===== config.mk =====
export PLATFORM = sky130hd
export DESIGN_NAME = fifo16_top
export DESIGN_NICKNAME = d
export VERILOG_FILES = /design/src/fifo16_pkg.sv /design/src/fifo16_mem_if.sv /design/src/fifo16_regs.sv /design/src/fifo16_wr_ctrl.sv /design/src/fifo16_rd_ctrl.sv /design/src/fifo16_top.sv
export SDC_FILE = /design/constraint.sdc
export NUM_CORES = 1
export LEC_CHECK = 0
export ABC_AREA = 1
export BUFFER_PORTS_ARGS = -buffer_cell sky130_fd_sc_hd__buf_2
export CORE_MARGIN = 1.5
export CORE_UTILIZATION = 50
export CTS_CLUSTER_DIAMETER = 60
export DETAILED_ROUTE_END_ITERATION = 8
export PLACE_DENSITY = 0.67
export SETUP_SLACK_MARGIN = 0.5
export SYNTH_ARGS = -nofsm -noshare
export SYNTH_HDL_FRONTEND = slang
export SYNTH_SLANG_ARGS = --single-unit

===== constraint.sdc =====
create_clock -name clk -period 3.2 [get_ports clk]
set_clock_uncertainty 0.05 [all_clocks]
set_input_delay 0 -clock clk [delete_from_list [all_inputs] [get_ports clk]]
set_output_delay 0 -clock clk [all_outputs]
set_load 0.03 [all_outputs]

===== src/fifo16_pkg.sv =====
/*
 * FIFO16 shared definitions.
 * Sizes and word types for the 16-entry, 8-bit synchronous FIFO.
 */
package fifo16_pkg;

        // Storage geometry.
        localparam int depth  = 16;             // Number of data words.
        localparam int addr_w = 4;              // Storage address width.

        // One extra bit on each pointer tells a full FIFO from an empty one.
        localparam int ptr_w  = addr_w + 1;

        // Payload width.
        localparam int data_w = 8;              // One byte per entry.

        // Data word as stored and as seen on do_m.
        typedef logic [data_w-1:0] data_t;

        // Index into the register array.
        typedef logic [addr_w-1:0] addr_t;

        // Read and write pointers.
        // The MSB is the wrap bit, the low bits address the array.
        typedef logic [ptr_w-1:0]  ptr_t;

        // Fill level, 0 up to depth.
        // Same width as a pointer so that 16 fits.
        typedef logic [ptr_w-1:0]  level_t;

endpackage


===== src/fifo16_mem_if.sv =====
/*
 * FIFO16 storage interface.
 * Write port from the write controller, read port from the read
 * controller, both served by the register array.
 */
`timescale 1ns/100ps

interface fifo16_mem_if;

        // Write side.
        fifo16_pkg::addr_t aw;                  // Write address.
        fifo16_pkg::data_t d;                   // Write data.
        logic              we;                  // Accepted write, full already checked.

        // Read side.
        fifo16_pkg::addr_t ar;                  // Read address, head of FIFO.
        fifo16_pkg::data_t q;                   // Word at ar, unregistered.

        // Write controller.
        modport wr
        (
                output aw,
                output d,
                output we
        );

        // Read controller.
        modport rd
        (
                output ar,
                input  q
        );

        // Register array.
        modport mem
        (
                input  aw,
                input  d,
                input  we,
                input  ar,
                output q
        );

endinterface


===== src/fifo16_regs.sv =====
/*
 * FIFO16 register array.
 * Sixteen data words with one clocked write port and one
 * combinational read port for first-word fall-through.
 */
`timescale 1ns/100ps

module fifo16_regs
(
        input  logic      clk,
        fifo16_mem_if.mem mem
);

        // The data words themselves.
        fifo16_pkg::data_t words [fifo16_pkg::depth];

        // One-hot word select for the write port.
        logic [fifo16_pkg::depth-1:0] wr_sel;

        // Address decode.
        // we is only high for accepted writes, so no full test here.
        always_comb
        begin
                wr_sel         = '0;
                wr_sel[mem.aw] = mem.we;
        end

        // One load enable per word.
        for (genvar g = 0; g < fifo16_pkg::depth; g++)
        begin : g_word
                always_ff @(posedge clk)
                begin
                        if (wr_sel[g])
                        begin
                                words[g] <= mem.d;      // Capture on the write edge.
                        end
                end
        end

        // Read mux.
        // Head word goes straight out, no output register.
        always_comb
        begin
                mem.q = words[mem.ar];
        end

endmodule


===== src/fifo16_wr_ctrl.sv =====
/*
 * FIFO16 write controller.
 * Keeps the write pointer, derives full and issues accepted writes
 * to the register array.
 */
`timescale 1ns/100ps

module fifo16_wr_ctrl
(
        input  logic              clk,
        input  logic              arst_n,
        input  logic              wr_n,         // Write strobe, active low.
        input  fifo16_pkg::data_t d,            // Word to store.
        input  fifo16_pkg::ptr_t  rd_ptr,       // From the read controller.
        output fifo16_pkg::ptr_t  wr_ptr,       // To the read controller.
        output logic              full,
        fifo16_mem_if.wr          mem
);

        logic             wr_accept;            // Strobe seen and room left.
        logic             wrap_diff;            // Pointers on different laps.
        logic             addr_same;            // Same array slot.
        fifo16_pkg::ptr_t wr_ptr_nxt;

        // Full when the write pointer is one whole lap ahead.
        // Compare the wrap bit and the slot address separately.
        always_comb
        begin
                wrap_diff = wr_ptr[fifo16_pkg::addr_w] != rd_ptr[fifo16_pkg::addr_w];
                addr_same = wr_ptr[fifo16_pkg::addr_w-1:0] == rd_ptr[fifo16_pkg::addr_w-1:0];
                full      = wrap_diff && addr_same;
        end

        // A strobe while full is simply lost.
        always_comb
        begin
                wr_accept = !wr_n && !full;
        end

        // Next slot; the wrap bit toggles after slot 15.
        always_comb
        begin
                wr_ptr_nxt = wr_ptr + fifo16_pkg::ptr_t'(1);
        end

        // Write pointer.
        always_ff @(posedge clk or negedge arst_n)
        begin
                if (!arst_n)
                begin
                        wr_ptr <= '0;                   // Start at slot 0, lap 0.
                end
                else if (wr_accept)
                begin
                        wr_ptr <= wr_ptr_nxt;
                end
        end

        // Drive the array's write port.
        always_comb
        begin
                mem.we = wr_accept;                     // Gated write enable.
                mem.d  = d;                             // Data passes through.
                mem.aw = wr_ptr[fifo16_pkg::addr_w-1:0];
        end

endmodule


===== src/fifo16_rd_ctrl.sv =====
/*
 * FIFO16 read controller.
 * Keeps the read pointer, derives empty and the fill level and
 * presents the head word on do_m.
 */
`timescale 1ns/100ps

module fifo16_rd_ctrl
(
        input  logic               clk,
        input  logic               arst_n,
        input  logic               rd_n,        // Read strobe, active low.
        input  fifo16_pkg::ptr_t   wr_ptr,      // From the write controller.
        output fifo16_pkg::ptr_t   rd_ptr,      // To the write controller.
        output logic               empty,
        output fifo16_pkg::level_t level,       // Words held, 0 to 16.
        output fifo16_pkg::data_t  do_m,        // Head word.
        fifo16_mem_if.rd           mem
);

        logic             rd_accept;            // Strobe seen and data present.
        fifo16_pkg::ptr_t rd_ptr_nxt;

        // Empty when both pointers match, wrap bit included.
        always_comb
        begin
                empty = (wr_ptr == rd_ptr);
        end

        // Modulo-32 difference of the pointers gives 0 to 16 directly.
        always_comb
        begin
                level = fifo16_pkg::level_t'(wr_ptr - rd_ptr);
        end

        // A read strobe while empty does nothing.
        always_comb
        begin
                rd_accept = !rd_n && !empty;
        end

        always_comb
        begin
                rd_ptr_nxt = rd_ptr + fifo16_pkg::ptr_t'(1);
        end

        // Read pointer.
        // Moves past the word consumed in this cycle.
        always_ff @(posedge clk or negedge arst_n)
        begin
                if (!arst_n)
                begin
                        rd_ptr <= '0;
                end
                else if (rd_accept)
                begin
                        rd_ptr <= rd_ptr_nxt;
                end
        end

        // Head of FIFO.
        // The array is addressed by the current pointer, so do_m
        // shows the next word right after each accepted read.
        always_comb
        begin
                mem.ar = rd_ptr[fifo16_pkg::addr_w-1:0];
                do_m   = mem.q;                 // Fall-through, no register.
        end

endmodule


===== src/fifo16_top.sv =====
/*
 * FIFO16 top level.
 * 16 x 8 synchronous FIFO with active-low strobes, first-word
 * fall-through output, full, empty and fill level.
 */
`timescale 1ns/100ps

module fifo16_top
(
        input  logic               clk,
        input  logic               arst_n,      // Async reset, active low.
        input  logic               wr_n,        // Write strobe.
        input  logic               rd_n,        // Read strobe.
        input  fifo16_pkg::data_t  d,           // Write data.
        output fifo16_pkg::data_t  do_m,        // Head word, valid when not empty.
        output logic               full,
        output logic               empty,
        output fifo16_pkg::level_t level
);

        // Pointers swapped between the two controllers.
        fifo16_pkg::ptr_t wr_ptr;
        fifo16_pkg::ptr_t rd_ptr;

        // Storage port bundle.
        fifo16_mem_if i_mem_if ();

        // Write side.
        // Owns full and the write enable.
        fifo16_wr_ctrl i_wr_ctrl
        (
                .clk    (clk),
                .arst_n (arst_n),
                .wr_n   (wr_n),
                .d      (d),
                .rd_ptr (rd_ptr),
                .wr_ptr (wr_ptr),
                .full   (full),
                .mem    (i_mem_if.wr)
        );

        // Read side.
        // Owns empty, level and do_m.
        fifo16_rd_ctrl i_rd_ctrl
        (
                .clk    (clk),
                .arst_n (arst_n),
                .rd_n   (rd_n),
                .wr_ptr (wr_ptr),
                .rd_ptr (rd_ptr),
                .empty  (empty),
                .level  (level),
                .do_m   (do_m),
                .mem    (i_mem_if.rd)
        );

        // Data words.
        fifo16_regs i_regs
        (
                .clk (clk),
                .mem (i_mem_if.mem)
        );

endmodule


==> summary by stage <==
Timing
Setup repair after global routing could not meet its margin everywhere. The smallest clock period supported by the final layout is computed as roughly 2.7 ns. The setup TNS is 0 ns. In the finished design, the share of the clock period the worst path needs comes to 0.833. The count of final hold-check violations came to 0. The transition time of the tightest slew-check pin is 0.659 ns. Final hold analysis gives a worst-case slack of roughly 0.015 ns. Setup violations remaining at the end of the flow were counted as 0.

Measured against its own limit, the worst slew margin works out to 0.559. The maximum operating frequency is between 0.3 and 0.4 GHz. The number of slew-limit violations in the final report was 0.

Synth
The number of different library cells used by synthesis comes to 24. Counting flops and latches in the post-synthesis netlist gives between 100 and 150. By area the synthesized netlist is led by sky130_fd_sc_hd__edfxtp_1 (60%), sky130_fd_sc_hd__nand2_1 (13%), sky130_fd_sc_hd__inv_1 (7.7%), sky130_fd_sc_hd__nand3_1 (6.5%), sky130_fd_sc_hd__dfrtp_1 (3.9%). Summing every instance area after synthesis gives 6410 um2. Of the post-synthesis cell area, the dominant cell type holds 0.600. The post-synthesis average cell area is 9.77 um2.

The number of nets in the synthesized netlist is 678. The cell taking the most area after synthesis is sky130_fd_sc_hd__edfxtp_1. The post-synthesis instance total is 656. The fraction of the yosys area taken by sequential cells is 0.639. The number of synthesis warnings is 0.

Worst setup path
The slowest library cell on the worst path is sky130_fd_sc_hd__nor2_1. The maximum net fanout on the critical path is 9. Data arrives at the worst endpoint at about 2.7 ns.

In this run the worst setup path terminates at i_regs.words[4][5]. STA classifies the critical path endpoint as a flop. The required time at the endpoint of the critical path is 3.21 ns. Walking the worst path, the cells encountered are clkinv_1 > ha_1 > nand2_1 > nor2_4 > a21oi_4 > nand2_2 > nor2_1. The path depth of the worst reg2reg path is 7. The reg-to-reg startpoint is i_rd_ctrl.rd_ptr[2].

In this run the critical register-to-register path is captured at i_regs.words[4][5]. The worst-case register-to-register setup slack is between 0.5 and 0.6 ns. The critical setup path kind is reg -> reg. The launching element type of the critical path is a flop. The launch point of the critical path is i_rd_ctrl.rd_ptr[2]. In this design, the stage delay of the slowest critical-path cell is 0.55 ns.

Floorplanning
The floorplan die height is 116 um. Pin placement for this block handled 27 I/O pins. The width of the die is 116 um. The initial standard-cell utilization of the core is 0.510. The die covers 13,500 um2. The total area inside the core boundary comes to 12,600 um2. After floorplanning, the core was divided into 41 placement rows.

Clock network
TritonCTS built the clock tree. The tree is rooted in a sky130_fd_sc_hd__clkbuf_16. In this run the number of H-tree levels came out at 4. The number of clock sinks is around 140. Counting the buffers created by CTS gives 17.

The clock reaches the later pin of the worst-skew pair after 0.42 ns. Clock-pin slew was measured on the worst setup and hold paths at 0.06 ns. The maximum buffer depth of the clock tree is 2. Buffers added to address setup during post-CTS repair amount to 0.

Placed design
The total half-perimeter wirelength after legalization and detailed placement is 9480 um. The global placement routability congestion is between 0.8 and 0.9. The count of buffers inserted at the top-level ports is 26. The placement-stage cell area is 6670 um2.

Routing
The number of vias in the routed layout is 4,464. Using the TritonRoute via totals, the vias-per-cell ratio works out to 5.10. The total wirelength of the detailed-routed design is between 10,000 and 15,000 um.

The average wire per standard cell is 16.9 um. In the routed design, unresolved DRC markers number 0. Before antenna repair, the detailed router went through 5 iterations. The first-iteration detailed-routing DRC count is about 470. The count of nets left with antenna violations after detail routing is 0.

Cells and area
The final non-filler cell area is roughly 7300 um2. Counting the fill cells in the layout gives 1,053. The count of antenna diodes in the layout is 0. The area overhead of the layout relative to synthesis is 14.2%.

Of the cells placed in the final design, the portion with a size suffix greater than 1 is 0.116. In the final design database the tool counted 713 nets.

Pwr
In this run the static leakage power is 3.30 nW. For this design the ratio of total power to cell area is 930 nW/um2. The worst ir drop on vdd is 0.000934 V.

Global routing
For this run the aggregate overflow at the end of global routing stands at 0. The number of global-route vias before repair is 4,363. The initial antenna violation count came to 0. The pin count of the biggest net entering global routing is slightly below 70.

The global routing usage summed across all routing layers is 0.242. The wire length of the first global-routing pass is 23,300 um.

Run status
The flow ran to the end, and the final reports show no timing, DRC or antenna violations.

Job
The number of max-capacitance violations reported is 0.

Min path
The worst hold-check path type is in -> reg.
==> stage by stage <==
step	setup WS, ns	util	power, W	cells
detailed placement	0.476	0.531	0.00504	836
global placement	0.577	0.531	0.00500	836
floorplan	0.829	-	0.00432	656
finish	0.534	0.582	0.00681	876
CTS	0.486	0.578	0.00678	875
global route	0.338	0.582	0.00720	876
==> critical path: cells and delay by family (launching register included) <==
family	cells	cell delay, ns
AO/OA/AOI/OAI	1	0.27
adder cells (fa/ha/maj)	1	0.43
buffers and inverters	1	0.24
flip-flops	1	0.34
AND/OR/NAND/NOR	4	0.96
==> layer usage <==
metal	vias to the layer above	share of wire	global-route usage
li1	2127	-	-
met1	2125	0.43	0.327
met2	185	0.48	0.378
met3	27	0.074	0.0519
met4	0	0.022	0.111
met5	-	0	0
==> logic make-up (layout without fill, tap and decap cells) <==
family,count (synthesis),in the layout,synth area share
AOI/OAI and AO/OA,9,9,0.00878
xor gates and xnor gates,13,13,0.0201
adders and majority gates,10,10,0.0207
buffers and inverters,160,208,0.100
DFF,138,138,0.639
and+or+nand+nor,326,326,0.211
==> cells in the mapped netlist <==
library cell,n
sky130_fd_sc_hd__nand2_1,219
sky130_fd_sc_hd__inv_1,132
sky130_fd_sc_hd__edfxtp_1,128
sky130_fd_sc_hd__nand3_1,83
sky130_fd_sc_hd__nor2_1,17
sky130_fd_sc_hd__buf_2,16
sky130_fd_sc_hd__dfrtp_1,10
sky130_fd_sc_hd__ha_1,9
sky130_fd_sc_hd__o21ai_0,6
sky130_fd_sc_hd__xnor2_1,6
sky130_fd_sc_hd__nand2_2,5
sky130_fd_sc_hd__xor2_1,5
sky130_fd_sc_hd__buf_4,4
sky130_fd_sc_hd__a21oi_1,2
sky130_fd_sc_hd__clkbuf_1,2
sky130_fd_sc_hd__clkinv_1,2
sky130_fd_sc_hd__inv_2,2
sky130_fd_sc_hd__xor2_2,2
sky130_fd_sc_hd__a21oi_4,1
sky130_fd_sc_hd__buf_1,1
sky130_fd_sc_hd__buf_6,1
sky130_fd_sc_hd__fa_1,1
sky130_fd_sc_hd__nand2_4,1
sky130_fd_sc_hd__nor2_4,1
==> worst min path at each step <==
stage	startpoint	to	slack [ns]	depth (start not counted)
2_1_floorplan	arst_n	i_rd_ctrl.rd_ptr[0]	-0.35	0
3_3_place_gp	arst_n	i_wr_ctrl.wr_ptr[0]	-0.17	1
3_5_place_dp	arst_n	i_wr_ctrl.wr_ptr[0]	-0.17	1
4_1_cts	d[1]	i_regs.words[14][1]	0.001	1
5_1_grt	d[7]	i_regs.words[12][7]	0.02	1
6_report	d[1]	i_regs.words[9][1]	0.02	1
==> registers in the layout (all words and copies together) (netlist names) <==
name and flops:
i_wr_ctrl.wr_ptr 5, i_rd_ctrl.rd_ptr 5, i_regs.words 128
==> where the power goes <==
part           leakage [nW]  internal [W]  total [W]  switching (W)
Combinational          1.76      0.000790    0.00280        0.00201
Sequential             1.28       0.00219    0.00228      0.0000939
Clock                 0.257       0.00104    0.00173       0.000685
Total                  3.30       0.00402    0.00681        0.00279
==> what timing repair did <==
item                                   4_1_cts  5_1_grt
hold buffers                                 7        1
endpoints found under the hold margin       60        2
setup endpoints to repair                   18      120
resized for setup                            3       14
==> cell type report <==
type,instances,area (um2),area share
clock buffers,20,437,0.0596
clock inverters,12,82.6,0.0113
inverters,136,510,0.0697
multi-input cells,358,1720,0.235
flip-flops and latches,138,4100,0.559
well taps,172,215,0.0294
repair buffers,40,263,0.0359
==> cell usage in the layout (no fill, tap or decap), drive strengths merged <==
cell type / count
nand3: 83
nor2: 18
ha: 9
clkinvlp: 1
xor2: 7
bufinv: 1
dlygate4sd3: 8
inv: 134
nand2: 225
edfxtp: 128
buf: 32
xnor2: 6
o21ai: 6
clkbuf: 20
dfrtp: 10
a21oi: 3
fa: 1
clkinv: 12
(Power assumes the default switching activity.)
